## config.mk

```make
export PLATFORM = sky130hd
export DESIGN_NAME = mdecColorOut
export DESIGN_NICKNAME = d
export VERILOG_FILES = /design/src/rtl/mdecColorPkg.sv /design/src/rtl/mdecOutPkg.sv /design/src/rtl/YUV2RGBCompute.sv /design/src/rtl/colorConvStage.sv /design/src/rtl/pixelFifo.sv /design/src/rtl/pixelPacker.sv /design/src/rtl/mdecColorOut.sv
export SDC_FILE = /design/constraint.sdc
export NUM_CORES = 1
export LEC_CHECK = 0
export BUFFER_PORTS_ARGS = -buffer_cell sky130_fd_sc_hd__buf_4
export CAP_MARGIN = 20
export CORE_MARGIN = 1
export CORE_UTILIZATION = 33
export DETAILED_ROUTE_END_ITERATION = 7
export GPL_ROUTABILITY_DRIVEN = 0
export PLACE_DENSITY = 0.58
export SLEW_MARGIN = 20
export SYNTH_ARGS = -nofsm -noshare
export SYNTH_HDL_FRONTEND = slang
export SYNTH_SLANG_ARGS = --single-unit
export TNS_END_PERCENT = 30
```

## constraint.sdc

```tcl
create_clock -name i_clk -period 4.6 [get_ports i_clk]
set_clock_uncertainty 0.05 [all_clocks]
set_input_delay 0.23 -clock i_clk [delete_from_list [all_inputs] [get_ports i_clk]]
set_output_delay 0.23 -clock i_clk [all_outputs]
set_load 0.02 [all_outputs]
```

## src/rtl/mdecColorPkg.sv

```systemverilog
// MDEC colour sample and pixel types
// Shared by the conversion stage, the pixel FIFO and the packer
// Samples come from the IDCT side as signed values
// Pixels leave the converter as three 8-bit channels

package mdecColorPkg;

	// Width of one colour channel in both samples and pixels
	localparam int COLOR_BITS = 8;

	// ------------------------------------------------------------
	// One decoded sample
	// ------------------------------------------------------------
	// All three fields already clamped to -128..127 by the IDCT
	typedef struct packed {
		logic signed [COLOR_BITS-1:0] y;
		logic signed [COLOR_BITS-1:0] cr;
		logic signed [COLOR_BITS-1:0] cb;
	} yuvSample_t;

	// ------------------------------------------------------------
	// One converted pixel
	// ------------------------------------------------------------
	// Signed or unsigned depending on the unsigned mode level
	typedef struct packed {
		logic [COLOR_BITS-1:0] r;
		logic [COLOR_BITS-1:0] g;
		logic [COLOR_BITS-1:0] b;
	} rgbPixel_t;

endpackage

```

## src/rtl/mdecOutPkg.sv

```systemverilog
// MDEC output word types
// Describes the 32-bit word handed to the DMA side
// and the two pixel formats the packer can build

package mdecOutPkg;

	// Bits kept from each 8-bit channel in 15-bit mode
	localparam int FIELD15_BITS = 5;
	// Group position counter, four pixels per 24-bit group
	localparam int GROUP_BITS = 2;

	// Output pixel format
	typedef enum logic {
		FMT_15 = 1'b0,
		FMT_24 = 1'b1
	} outFormat_t;

	// 15-bit pixel as the GPU expects it, mask on top
	typedef struct packed {
		logic                    mask;
		logic [FIELD15_BITS-1:0] b;
		logic [FIELD15_BITS-1:0] g;
		logic [FIELD15_BITS-1:0] r;
	} rgb15_t;

	// Same 32 bits seen as a byte stream or as two 15-bit pixels
	// Byte 0 and half 0 hold the earliest data
	typedef union packed {
		logic [3:0][7:0] bytes;
		rgb15_t [1:0]    half;
	} outWord_t;

endpackage

```

## src/rtl/YUV2RGBCompute.sv

```systemverilog
// YCbCr to RGB colour converter
// Purely combinational, one pixel per evaluation
// Chroma factors are 359/256, -88/256, -183/256 and 454/256
// Each channel saturates to -128..127, unsigned mode flips the sign bit
// Y-only mode removes the chroma contribution

`timescale 1ns/1ps

module YUV2RGBCompute (
	input  logic              i_YOnly,
	input  logic              i_unsigned,
	input  logic signed [7:0] i_valueY,
	input  logic signed [7:0] i_valueCr,
	input  logic signed [7:0] i_valueCb,
	output logic        [7:0] o_r,
	output logic        [7:0] o_g,
	output logic        [7:0] o_b
);

	// Clamp a wide signed sum to 8 bits, then pick signed or unsigned form
	function automatic logic [7:0] sat8(input logic signed [17:0] value, input logic flip);
		logic [7:0] clamped;
		if (value > 18'sd127) begin
			clamped = 8'h7F;
		end else if (value < -18'sd128) begin
			clamped = 8'h80;
		end else begin
			clamped = value[7:0];
		end
		// -128..127 maps to 0..255 by toggling the top bit
		return {clamped[7] ^ flip, clamped[6:0]};
	endfunction

	// ------------------------------------------------------------
	// Chroma factors in 1/256 steps
	// ------------------------------------------------------------
	logic signed [9:0]  rFact;
	logic signed [9:0]  gFactB;
	logic signed [9:0]  gFactR;
	logic signed [9:0]  bFact;
	// 8x10 signed products
	logic signed [17:0] rProd;
	logic signed [17:0] gProdB;
	logic signed [17:0] gProdR;
	logic signed [17:0] bProd;
	// Channel sums before saturation
	logic signed [17:0] sumR;
	logic signed [17:0] sumG;
	logic signed [17:0] sumB;

	assign rFact  = i_YOnly ? 10'sd0 : 10'sd359;
	assign gFactB = i_YOnly ? 10'sd0 : -10'sd88;
	assign gFactR = i_YOnly ? 10'sd0 : -10'sd183;
	assign bFact  = i_YOnly ? 10'sd0 : 10'sd454;

	// Four multipliers, no sharing
	assign rProd  = i_valueCr * rFact;
	assign gProdB = i_valueCb * gFactB;
	assign gProdR = i_valueCr * gFactR;
	assign bProd  = i_valueCb * bFact;

	// Each product drops its fraction on its own before the add
	assign sumR = (rProd >>> 8) + 18'(i_valueY);
	assign sumG = (gProdB >>> 8) + (gProdR >>> 8) + 18'(i_valueY);
	assign sumB = (bProd >>> 8) + 18'(i_valueY);

	// ------------------------------------------------------------
	// Saturation and output form
	// ------------------------------------------------------------
	assign o_r = sat8(sumR, i_unsigned);
	assign o_g = sat8(sumG, i_unsigned);
	assign o_b = sat8(sumB, i_unsigned);

endmodule

```

## src/rtl/colorConvStage.sv

```systemverilog
// Colour conversion stage
// Converts each strobed sample and registers the pixel with its push strobe
// so the multipliers get a pipeline stage of their own
// A new sample may arrive on every clock

`timescale 1ns/1ps

module colorConvStage (
	input  logic                     i_clk,
	input  logic                     i_arstN,
	input  logic                     i_sampleValid,
	input  mdecColorPkg::yuvSample_t i_sample,
	input  logic                     i_yOnly,
	input  logic                     i_unsigned,
	output logic                     o_push,
	output mdecColorPkg::rgbPixel_t  o_pixel
);

	import mdecColorPkg::*;

	// Converter output for the sample on the input this cycle
	rgbPixel_t convPixel;

	YUV2RGBCompute uConv (
		.i_YOnly   (i_yOnly),
		.i_unsigned(i_unsigned),
		.i_valueY  (i_sample.y),
		.i_valueCr (i_sample.cr),
		.i_valueCb (i_sample.cb),
		.o_r       (convPixel.r),
		.o_g       (convPixel.g),
		.o_b       (convPixel.b)
	);

	// Push strobe follows the sample strobe by one clock
	always_ff @(posedge i_clk or negedge i_arstN) begin
		if (!i_arstN) begin
			o_push <= 1'b0;
		end else begin
			o_push <= i_sampleValid;
		end
	end

	// Pixel payload, only loaded with a real sample
	always_ff @(posedge i_clk) begin
		if (i_sampleValid) begin
			o_pixel <= convPixel;
		end
	end

endmodule

```

## src/rtl/pixelFifo.sv

```systemverilog
// Pixel FIFO
// Circular buffer between the conversion stage and the packer
// Pointers carry one extra wrap bit to tell full from empty
// Full and empty are registered levels

`timescale 1ns/1ps

module pixelFifo #(
	// Power of two, at least 2
	parameter int FIFO_DEPTH = 8
) (
	input  logic                    i_clk,
	input  logic                    i_arstN,
	input  logic                    i_push,
	input  mdecColorPkg::rgbPixel_t i_pixel,
	input  logic                    i_pop,
	output mdecColorPkg::rgbPixel_t o_pixel,
	output logic                    o_empty,
	output logic                    o_full
);

	import mdecColorPkg::*;

	localparam int AW = $clog2(FIFO_DEPTH);

	rgbPixel_t  mem [FIFO_DEPTH];
	logic [AW:0] wrPtr;
	logic [AW:0] rdPtr;
	logic [AW:0] wrPtrNext;
	logic [AW:0] rdPtrNext;
	logic        doPush;
	logic        doPop;

	// A push into a full FIFO is lost
	assign doPush = i_push && !o_full;
	assign doPop  = i_pop && !o_empty;

	assign wrPtrNext = wrPtr + {{AW{1'b0}}, doPush};
	assign rdPtrNext = rdPtr + {{AW{1'b0}}, doPop};

	// Head of the queue
	assign o_pixel = mem[rdPtr[AW-1:0]];

	// ------------------------------------------------------------
	// Pointers and levels
	// ------------------------------------------------------------
	always_ff @(posedge i_clk or negedge i_arstN) begin
		if (!i_arstN) begin
			wrPtr   <= '0;
			rdPtr   <= '0;
			o_empty <= 1'b1;
			o_full  <= 1'b0;
		end else begin
			wrPtr   <= wrPtrNext;
			rdPtr   <= rdPtrNext;
			o_empty <= (wrPtrNext == rdPtrNext);
			// Same slot, other lap
			o_full  <= (wrPtrNext[AW] != rdPtrNext[AW]) &&
				(wrPtrNext[AW-1:0] == rdPtrNext[AW-1:0]);
		end
	end

	always_ff @(posedge i_clk) begin
		if (doPush) begin
			mem[wrPtr[AW-1:0]] <= i_pixel;
		end
	end

	// Source must honour the full level seen at the top
	assert property (@(posedge i_clk) disable iff (!i_arstN) i_push |-> !o_full)
		else $error("pixelFifo push while full, pixel dropped");
	assert property (@(posedge i_clk) disable iff (!i_arstN) i_pop |-> !o_empty)
		else $error("pixelFifo pop while empty");

endmodule

```

## src/rtl/pixelPacker.sv

```systemverilog
// Output word packer
// Pops a pixel whenever the FIFO holds one and builds 32-bit words
// 24-bit mode streams r, g, b bytes, four pixels give three words
// 15-bit mode puts two 5-5-5 pixels plus mask into one word
// A word leaves with o_wordValid one clock after its last pixel pops

`timescale 1ns/1ps

module pixelPacker (
	input  logic                    i_clk,
	input  logic                    i_arstN,
	input  logic                    i_empty,
	input  mdecColorPkg::rgbPixel_t i_pixel,
	input  mdecOutPkg::outFormat_t  i_format,
	input  logic                    i_setBit15,
	output logic                    o_pop,
	output logic                    o_wordValid,
	output mdecOutPkg::outWord_t    o_word,
	output logic                    o_pending
);

	import mdecColorPkg::*;
	import mdecOutPkg::*;

	localparam logic [GROUP_BITS-1:0] POS_ONE = 1;

	// Pixel index inside the current group
	logic [GROUP_BITS-1:0] groupPos;
	logic [GROUP_BITS-1:0] posNext;
	// Bytes of the word under construction
	outWord_t accWord;
	outWord_t accNext;
	outWord_t wordNext;
	logic     wordDone;
	rgb15_t   pix15;

	// No back-pressure from the output, drain as fast as possible
	assign o_pop = !i_empty;

	// Top bits of each channel
	assign pix15.mask = i_setBit15;
	assign pix15.b    = i_pixel.b[COLOR_BITS-1 -: FIELD15_BITS];
	assign pix15.g    = i_pixel.g[COLOR_BITS-1 -: FIELD15_BITS];
	assign pix15.r    = i_pixel.r[COLOR_BITS-1 -: FIELD15_BITS];

	// 15-bit toggles 0/1, 24-bit counts 0..3 and wraps
	assign posNext = (i_format == FMT_15) ? (groupPos ^ POS_ONE) : (groupPos + POS_ONE);

	// ------------------------------------------------------------
	// Next accumulator and completed word
	// ------------------------------------------------------------
	always_comb begin
		accNext  = accWord;
		wordNext = accWord;
		wordDone = 1'b0;
		if (i_format == FMT_15) begin
			if (!groupPos[0]) begin
				accNext.half[0] = pix15;
			end else begin
				wordNext.half[1] = pix15;
				wordDone         = 1'b1;
			end
		end else begin
			case (groupPos)
				2'd0: begin
					// Three bytes waiting
					accNext.bytes[0] = i_pixel.r;
					accNext.bytes[1] = i_pixel.g;
					accNext.bytes[2] = i_pixel.b;
				end
				2'd1: begin
					wordNext.bytes[3] = i_pixel.r;
					wordDone          = 1'b1;
					// g and b spill into the next word
					accNext.bytes[0]  = i_pixel.g;
					accNext.bytes[1]  = i_pixel.b;
				end
				2'd2: begin
					wordNext.bytes[2] = i_pixel.r;
					wordNext.bytes[3] = i_pixel.g;
					wordDone          = 1'b1;
					accNext.bytes[0]  = i_pixel.b;
				end
				default: begin
					// Last pixel of the group closes the third word
					wordNext.bytes[1] = i_pixel.r;
					wordNext.bytes[2] = i_pixel.g;
					wordNext.bytes[3] = i_pixel.b;
					wordDone          = 1'b1;
				end
			endcase
		end
	end

	always_ff @(posedge i_clk or negedge i_arstN) begin
		if (!i_arstN) begin
			groupPos    <= '0;
			o_wordValid <= 1'b0;
		end else begin
			o_wordValid <= o_pop && wordDone;
			if (o_pop) begin
				groupPos <= posNext;
			end
		end
	end

	always_ff @(posedge i_clk) begin
		if (o_pop) begin
			accWord <= accNext;
			if (wordDone) begin
				o_word <= wordNext;
			end
		end
	end

	// Partial group held, or a finished word still on the output
	assign o_pending = (groupPos != '0) || o_wordValid;

	// Switching format mid-group would corrupt the byte stream
	assert property (@(posedge i_clk) disable iff (!i_arstN)
		(groupPos != '0) |-> $stable(i_format))
		else $error("pixelPacker format changed while a word is pending");

endmodule

```

## src/rtl/mdecColorOut.sv

```systemverilog
// MDEC colour output path
// Samples go through conversion, a pixel FIFO and the word packer
// o_inFull tells the source to hold off, o_busy covers any pixel in flight

`timescale 1ns/1ps

module mdecColorOut #(
	parameter int FIFO_DEPTH = 8
) (
	input  logic                     i_clk,
	input  logic                     i_arstN,
	input  logic                     i_sampleValid,
	input  mdecColorPkg::yuvSample_t i_sample,
	input  logic                     i_yOnly,
	input  logic                     i_unsigned,
	input  mdecOutPkg::outFormat_t   i_format,
	input  logic                     i_setBit15,
	output logic                     o_wordValid,
	output mdecOutPkg::outWord_t     o_word,
	output logic                     o_inFull,
	output logic                     o_busy
);

	import mdecColorPkg::*;

	// Stage to FIFO
	logic      push;
	rgbPixel_t stagePixel;
	// FIFO to packer
	logic      pop;
	logic      fifoEmpty;
	rgbPixel_t headPixel;
	logic      packPending;

	colorConvStage uStage (
		.i_clk        (i_clk),
		.i_arstN      (i_arstN),
		.i_sampleValid(i_sampleValid),
		.i_sample     (i_sample),
		.i_yOnly      (i_yOnly),
		.i_unsigned   (i_unsigned),
		.o_push       (push),
		.o_pixel      (stagePixel)
	);

	pixelFifo #(
		.FIFO_DEPTH(FIFO_DEPTH)
	) uFifo (
		.i_clk  (i_clk),
		.i_arstN(i_arstN),
		.i_push (push),
		.i_pixel(stagePixel),
		.i_pop  (pop),
		.o_pixel(headPixel),
		.o_empty(fifoEmpty),
		.o_full (o_inFull)
	);

	pixelPacker uPacker (
		.i_clk      (i_clk),
		.i_arstN    (i_arstN),
		.i_empty    (fifoEmpty),
		.i_pixel    (headPixel),
		.i_format   (i_format),
		.i_setBit15 (i_setBit15),
		.o_pop      (pop),
		.o_wordValid(o_wordValid),
		.o_word     (o_word),
		.o_pending  (packPending)
	);

	// Pixel in the stage register counts as well
	assign o_busy = push || !fifoEmpty || packPending;

endmodule

```

==> qor.csv <==
stage,metric,value,unit
sta,Max Freq,0.176,GHz
die,die area,57400,sq um
synthesis,Yosys cell types,70,
placement,Post-Place Worst Slack,-1.84,ns
global_route,initial antenna violation count,0,
setup_path,CP peak stage delay,0.64,ns
setup_path,Reg2Reg Capture Point,uPacker.accWord[6]$_DFFE_PP_,
outcome,run status,"complete, but fails checks",
setup_path,worst path required time,4.82,ns
clock_tree,clock root buffer,clkbuf_16,
outcome,failing checks,negative setup slack,
final_layout,layout cell share with drive strength beyond 1,0.346,
setup_path,Worst Path Max Fanout,8,
routing,DRC,0,
die,row count,86,
global_route,Overflow after GRT,0,
setup_path,critical path launch point,i_yOnly,
global_route,first-pass GRT wire length,67.4,mm
final_layout,area delta synth->final,28.2,%
job,Max-Cap Viols,0,
routing,DRT Pass-1 Iters,5,
synthesis,Synth Flop Type,edfxtp_1,
die,Chip Width,240,um
setup_path,Critical Path Sink Type,flop,
synthesis,Mean Syn Cell Area,12.7,sq um
sta,final hold vios,0,
clock_tree,clk buf depth,3,
setup_path,Startpoint Class,input port,
routing,post-route ant nets,0,
setup_path,crit-path cells,buf_12 -> nand2b_4 -> inv_4 -> fa_2 -> inv_2 -> fa_1 -> fa_1 -> fa_1 -> inv_2 -> ha_4 -> and3_4 -> a221o_1 -> a21o_1 -> a31o_1 -> xnor2_2 -> fa_2 -> ha_4 -> inv_2 -> or3_4 -> o21ai_2 -> a311o_1 -> nor3_2 -> a21oi_2 -> or2_1,
placement,hpwl dp,31.5,mm
die,core area,55400,sq um
die,Starting Density,0.336,
final_layout,n_diodes,0,
worst_hold_path,worst hold path type,in -> async,
setup_path,Reg2Reg Setup Slack,1.71,ns
sta,Final Cycle Share,1.23,
global_route,vias in the first global route,13000,
final_layout,Nets,2115,
sta,worst setup margin,-1.08,ns
sta,endpoints failing setup,24,
synthesis,Synth Cell Area,18600,sq um
placement,PortBufs,65,
clock_tree,clk_lat worst skew,0.52,ns
synthesis,"EDFF count, synth",272,
routing,drt wl/cell,16.1,um
clock_tree,H-tree depth,1,
sta,headroom to the max-slew limit,0.345,
setup_path,crit path DAT,5.90,ns
setup_path,worst reg2reg path depth,7,
global_route,pin count of the biggest net entering global routing,64,
synthesis,post-synthesis cell count,1462,
setup_path,FF-to-FF Start,uFifo.rdPtr[0]$_DFF_PN0_,
synthesis,async set or reset register ratio after synthesis,0.0490,
sta,Max Slew Vio Count,0,
setup_path,Critical-path top delay cell,fa_2,
die,I/O pins,66,
setup_path,"Worst Path Class, Setup",in -> reg,
synthesis,Ys Warns,0,
sta,RSZ-0062 raised after global routing,yes,
clock_tree,Worst-path clk slew,0.06,ns
clock_tree,CTS tree,done,
routing,Via density,4.71,
clock_tree,clock buffer count from CTS,27,
routing,routed via count,12200,
die,Die Y,240,um
sta,final setup TNS,-19.67,ns
clock_tree,Num Clock Sinks,286,
routing,number of DRC markers in iteration 0,468,
sta,min Tclk post-route,5.68,ns
global_route,GR Util All Layers,0.148,
sta,Worst-Margin Slew,0.982,ns
synthesis,Synth Register Bits,286,
routing,WL final,41.7,mm
synthesis,share of the yosys chip area belonging to registers,0.457,
metal layers:
| layer | up-vias | routed length [um] | track usage |
|---|---|---|---|
| met4 | 0 | 737 | 0.0295 |
| met2 | 225 | 21100 | 0.273 |
| li1 | 5958 | - | - |
| met5 | - | 0 | 0 |
| met1 | 5961 | 18500 | 0.188 |
| met3 | 49 | 1380 | 0.0120 |
layout make-up:
class	count	area, sq um
fillers	5113	31500
multi-input cells	946	9940
flip-flops and latches	286	8520
repair buffers	371	2890
well taps	748	936
inverters	189	717
clock buffers	30	687
clock inverters	18	191
logic make-up (layout without fill, tap and decap cells):
family / Yosys count / after routing / share of synthesized area
XOR/XNOR: 100 / 100 / 0.0470
AO/OA/AOI/OAI: 260 / 260 / 0.0927
adder cells (fa/ha/maj): 263 / 263 / 0.212
multiplexers: 95 / 95 / 0.0855
other: 2 / 4 / 0.000403
flip-flops: 286 / 286 / 0.457
AND/OR/NAND/NOR: 224 / 224 / 0.0572
buffers and inverters: 232 / 608 / 0.0481
synth_stat cells, types with 2 or more instances:
library cell	n	share of area
fa_1	88	0.095
buf_1	3	0.00060
conb_1	2	0.00040
inv_1	188	0.038
o221a_2	2	0.0012
and3_1	6	0.0020
o211ai_1	7	0.0028
xor2_1	40	0.019
nor2_1	79	0.016
nand4_1	3	0.0010
a221o_1	2	0.0011
a21o_1	22	0.0089
o21a_1	24	0.0097
nand3_1	4	0.0011
edfxtp_1	272	0.44
a22o_1	8	0.0038
a31oi_1	8	0.0027
nor3_1	14	0.0038
a211oi_1	6	0.0024
o21ai_0	52	0.014
o221ai_1	2	0.00094
nand2b_1	17	0.0057
mux2_2	30	0.018
o31ai_1	4	0.0016
nand2_1	55	0.011
dfrtp_1	13	0.017
a21oi_1	67	0.018
ha_1	175	0.12
or3_1	6	0.0020
buf_2	5	0.0013
mux4_2	48	0.058
clkbuf_1	32	0.0064
a22oi_1	24	0.0097
nor2b_1	20	0.0067
o211a_1	2	0.0011
or2_2	6	0.0020
buf_6	2	0.0012
mux2i_1	16	0.0086
xnor2_1	60	0.028
a31o_2	4	0.0019
o21bai_1	9	0.0036
and2_1	7	0.0023
critical path: cells and delay by family:
family | cells | cell delay [ns]
fa+ha+maj | 7 | 3.11
simple gates | 5 | 0.78
compound gates | 6 | 1.32
xor+xnor | 1 | 0.15
buf+inv | 5 | 0.31
registers in the layout, summed over array words and instances (netlist names):
signal               flops
uFifo.mem              192
uFifo.o_empty            1
uFifo.o_full             1
uFifo.rdPtr              4
uFifo.wrPtr              4
uPacker.accWord         24
uPacker.groupPos         2
uPacker.o_word          32
uPacker.o_wordValid      1
uStage.o_pixel          24
uStage.o_push            1
layout by cell type (no fill, tap or decap), drive strengths merged, types with 24 or more instances in the layout:
cell      n
a22oi    24
edfxtp  272
o21ai    53
xnor2    60
a21oi    68
mux2     30
clkbuf   30
fa       88
ha      175
nor2     79
buf     367
o21a     24
xor2     40
mux4     48
nand2    55
inv     189
what timing repair did:
action / 4_1_cts / 5_1_grt
endpoints found under the hold margin: 20 / 0
endpoints found under the setup margin: 24 / 24
buffers inserted: 28 / 5
resized for setup: 93 / 45
cloned: 1 / 0
hold buffers: 4 / 0
pin swaps: 67 / 42
per-stage QoR:
stage | utilization | cell area [sq um] | cells | hold slack [ns]
floorplan | - | 18800 | 1464 | -0.116
global placement | 0.399 | 22100 | 2504 | 0.0363
detailed placement | 0.399 | 22100 | 2504 | 0.0352
CTS | 0.427 | 23600 | 2583 | 0.0462
global route | 0.431 | 23900 | 2588 | 0.0639
finish | 0.431 | 23900 | 2588 | 0.0500
worst max-delay path by stage:
| stage | slack (ns) | cells after the start | endpoint |
|---|---|---|---|
| 6_report | -1.08 | 24 | uStage.o_pixel[14]$_SDFFCE_PN1P_ |
| 5_1_grt | -1.29 | 24 | uStage.o_pixel[14]$_SDFFCE_PN1P_ |
| 4_1_cts | -1.15 | 24 | uStage.o_pixel[14]$_SDFFCE_PN1P_ |
| 3_5_place_dp | -1.84 | 26 | uStage.o_pixel[14]$_SDFFCE_PN1P_ |
| 3_3_place_gp | -1.75 | 25 | uStage.o_pixel[14]$_SDFFCE_PN1P_ |
| 2_1_floorplan | -1.51 | 25 | uStage.o_pixel[14]$_SDFFCE_PN1P_ |
Power is not shown: default switching activity piles up to over one toggle a cycle in this logic, so the estimate is an artifact.
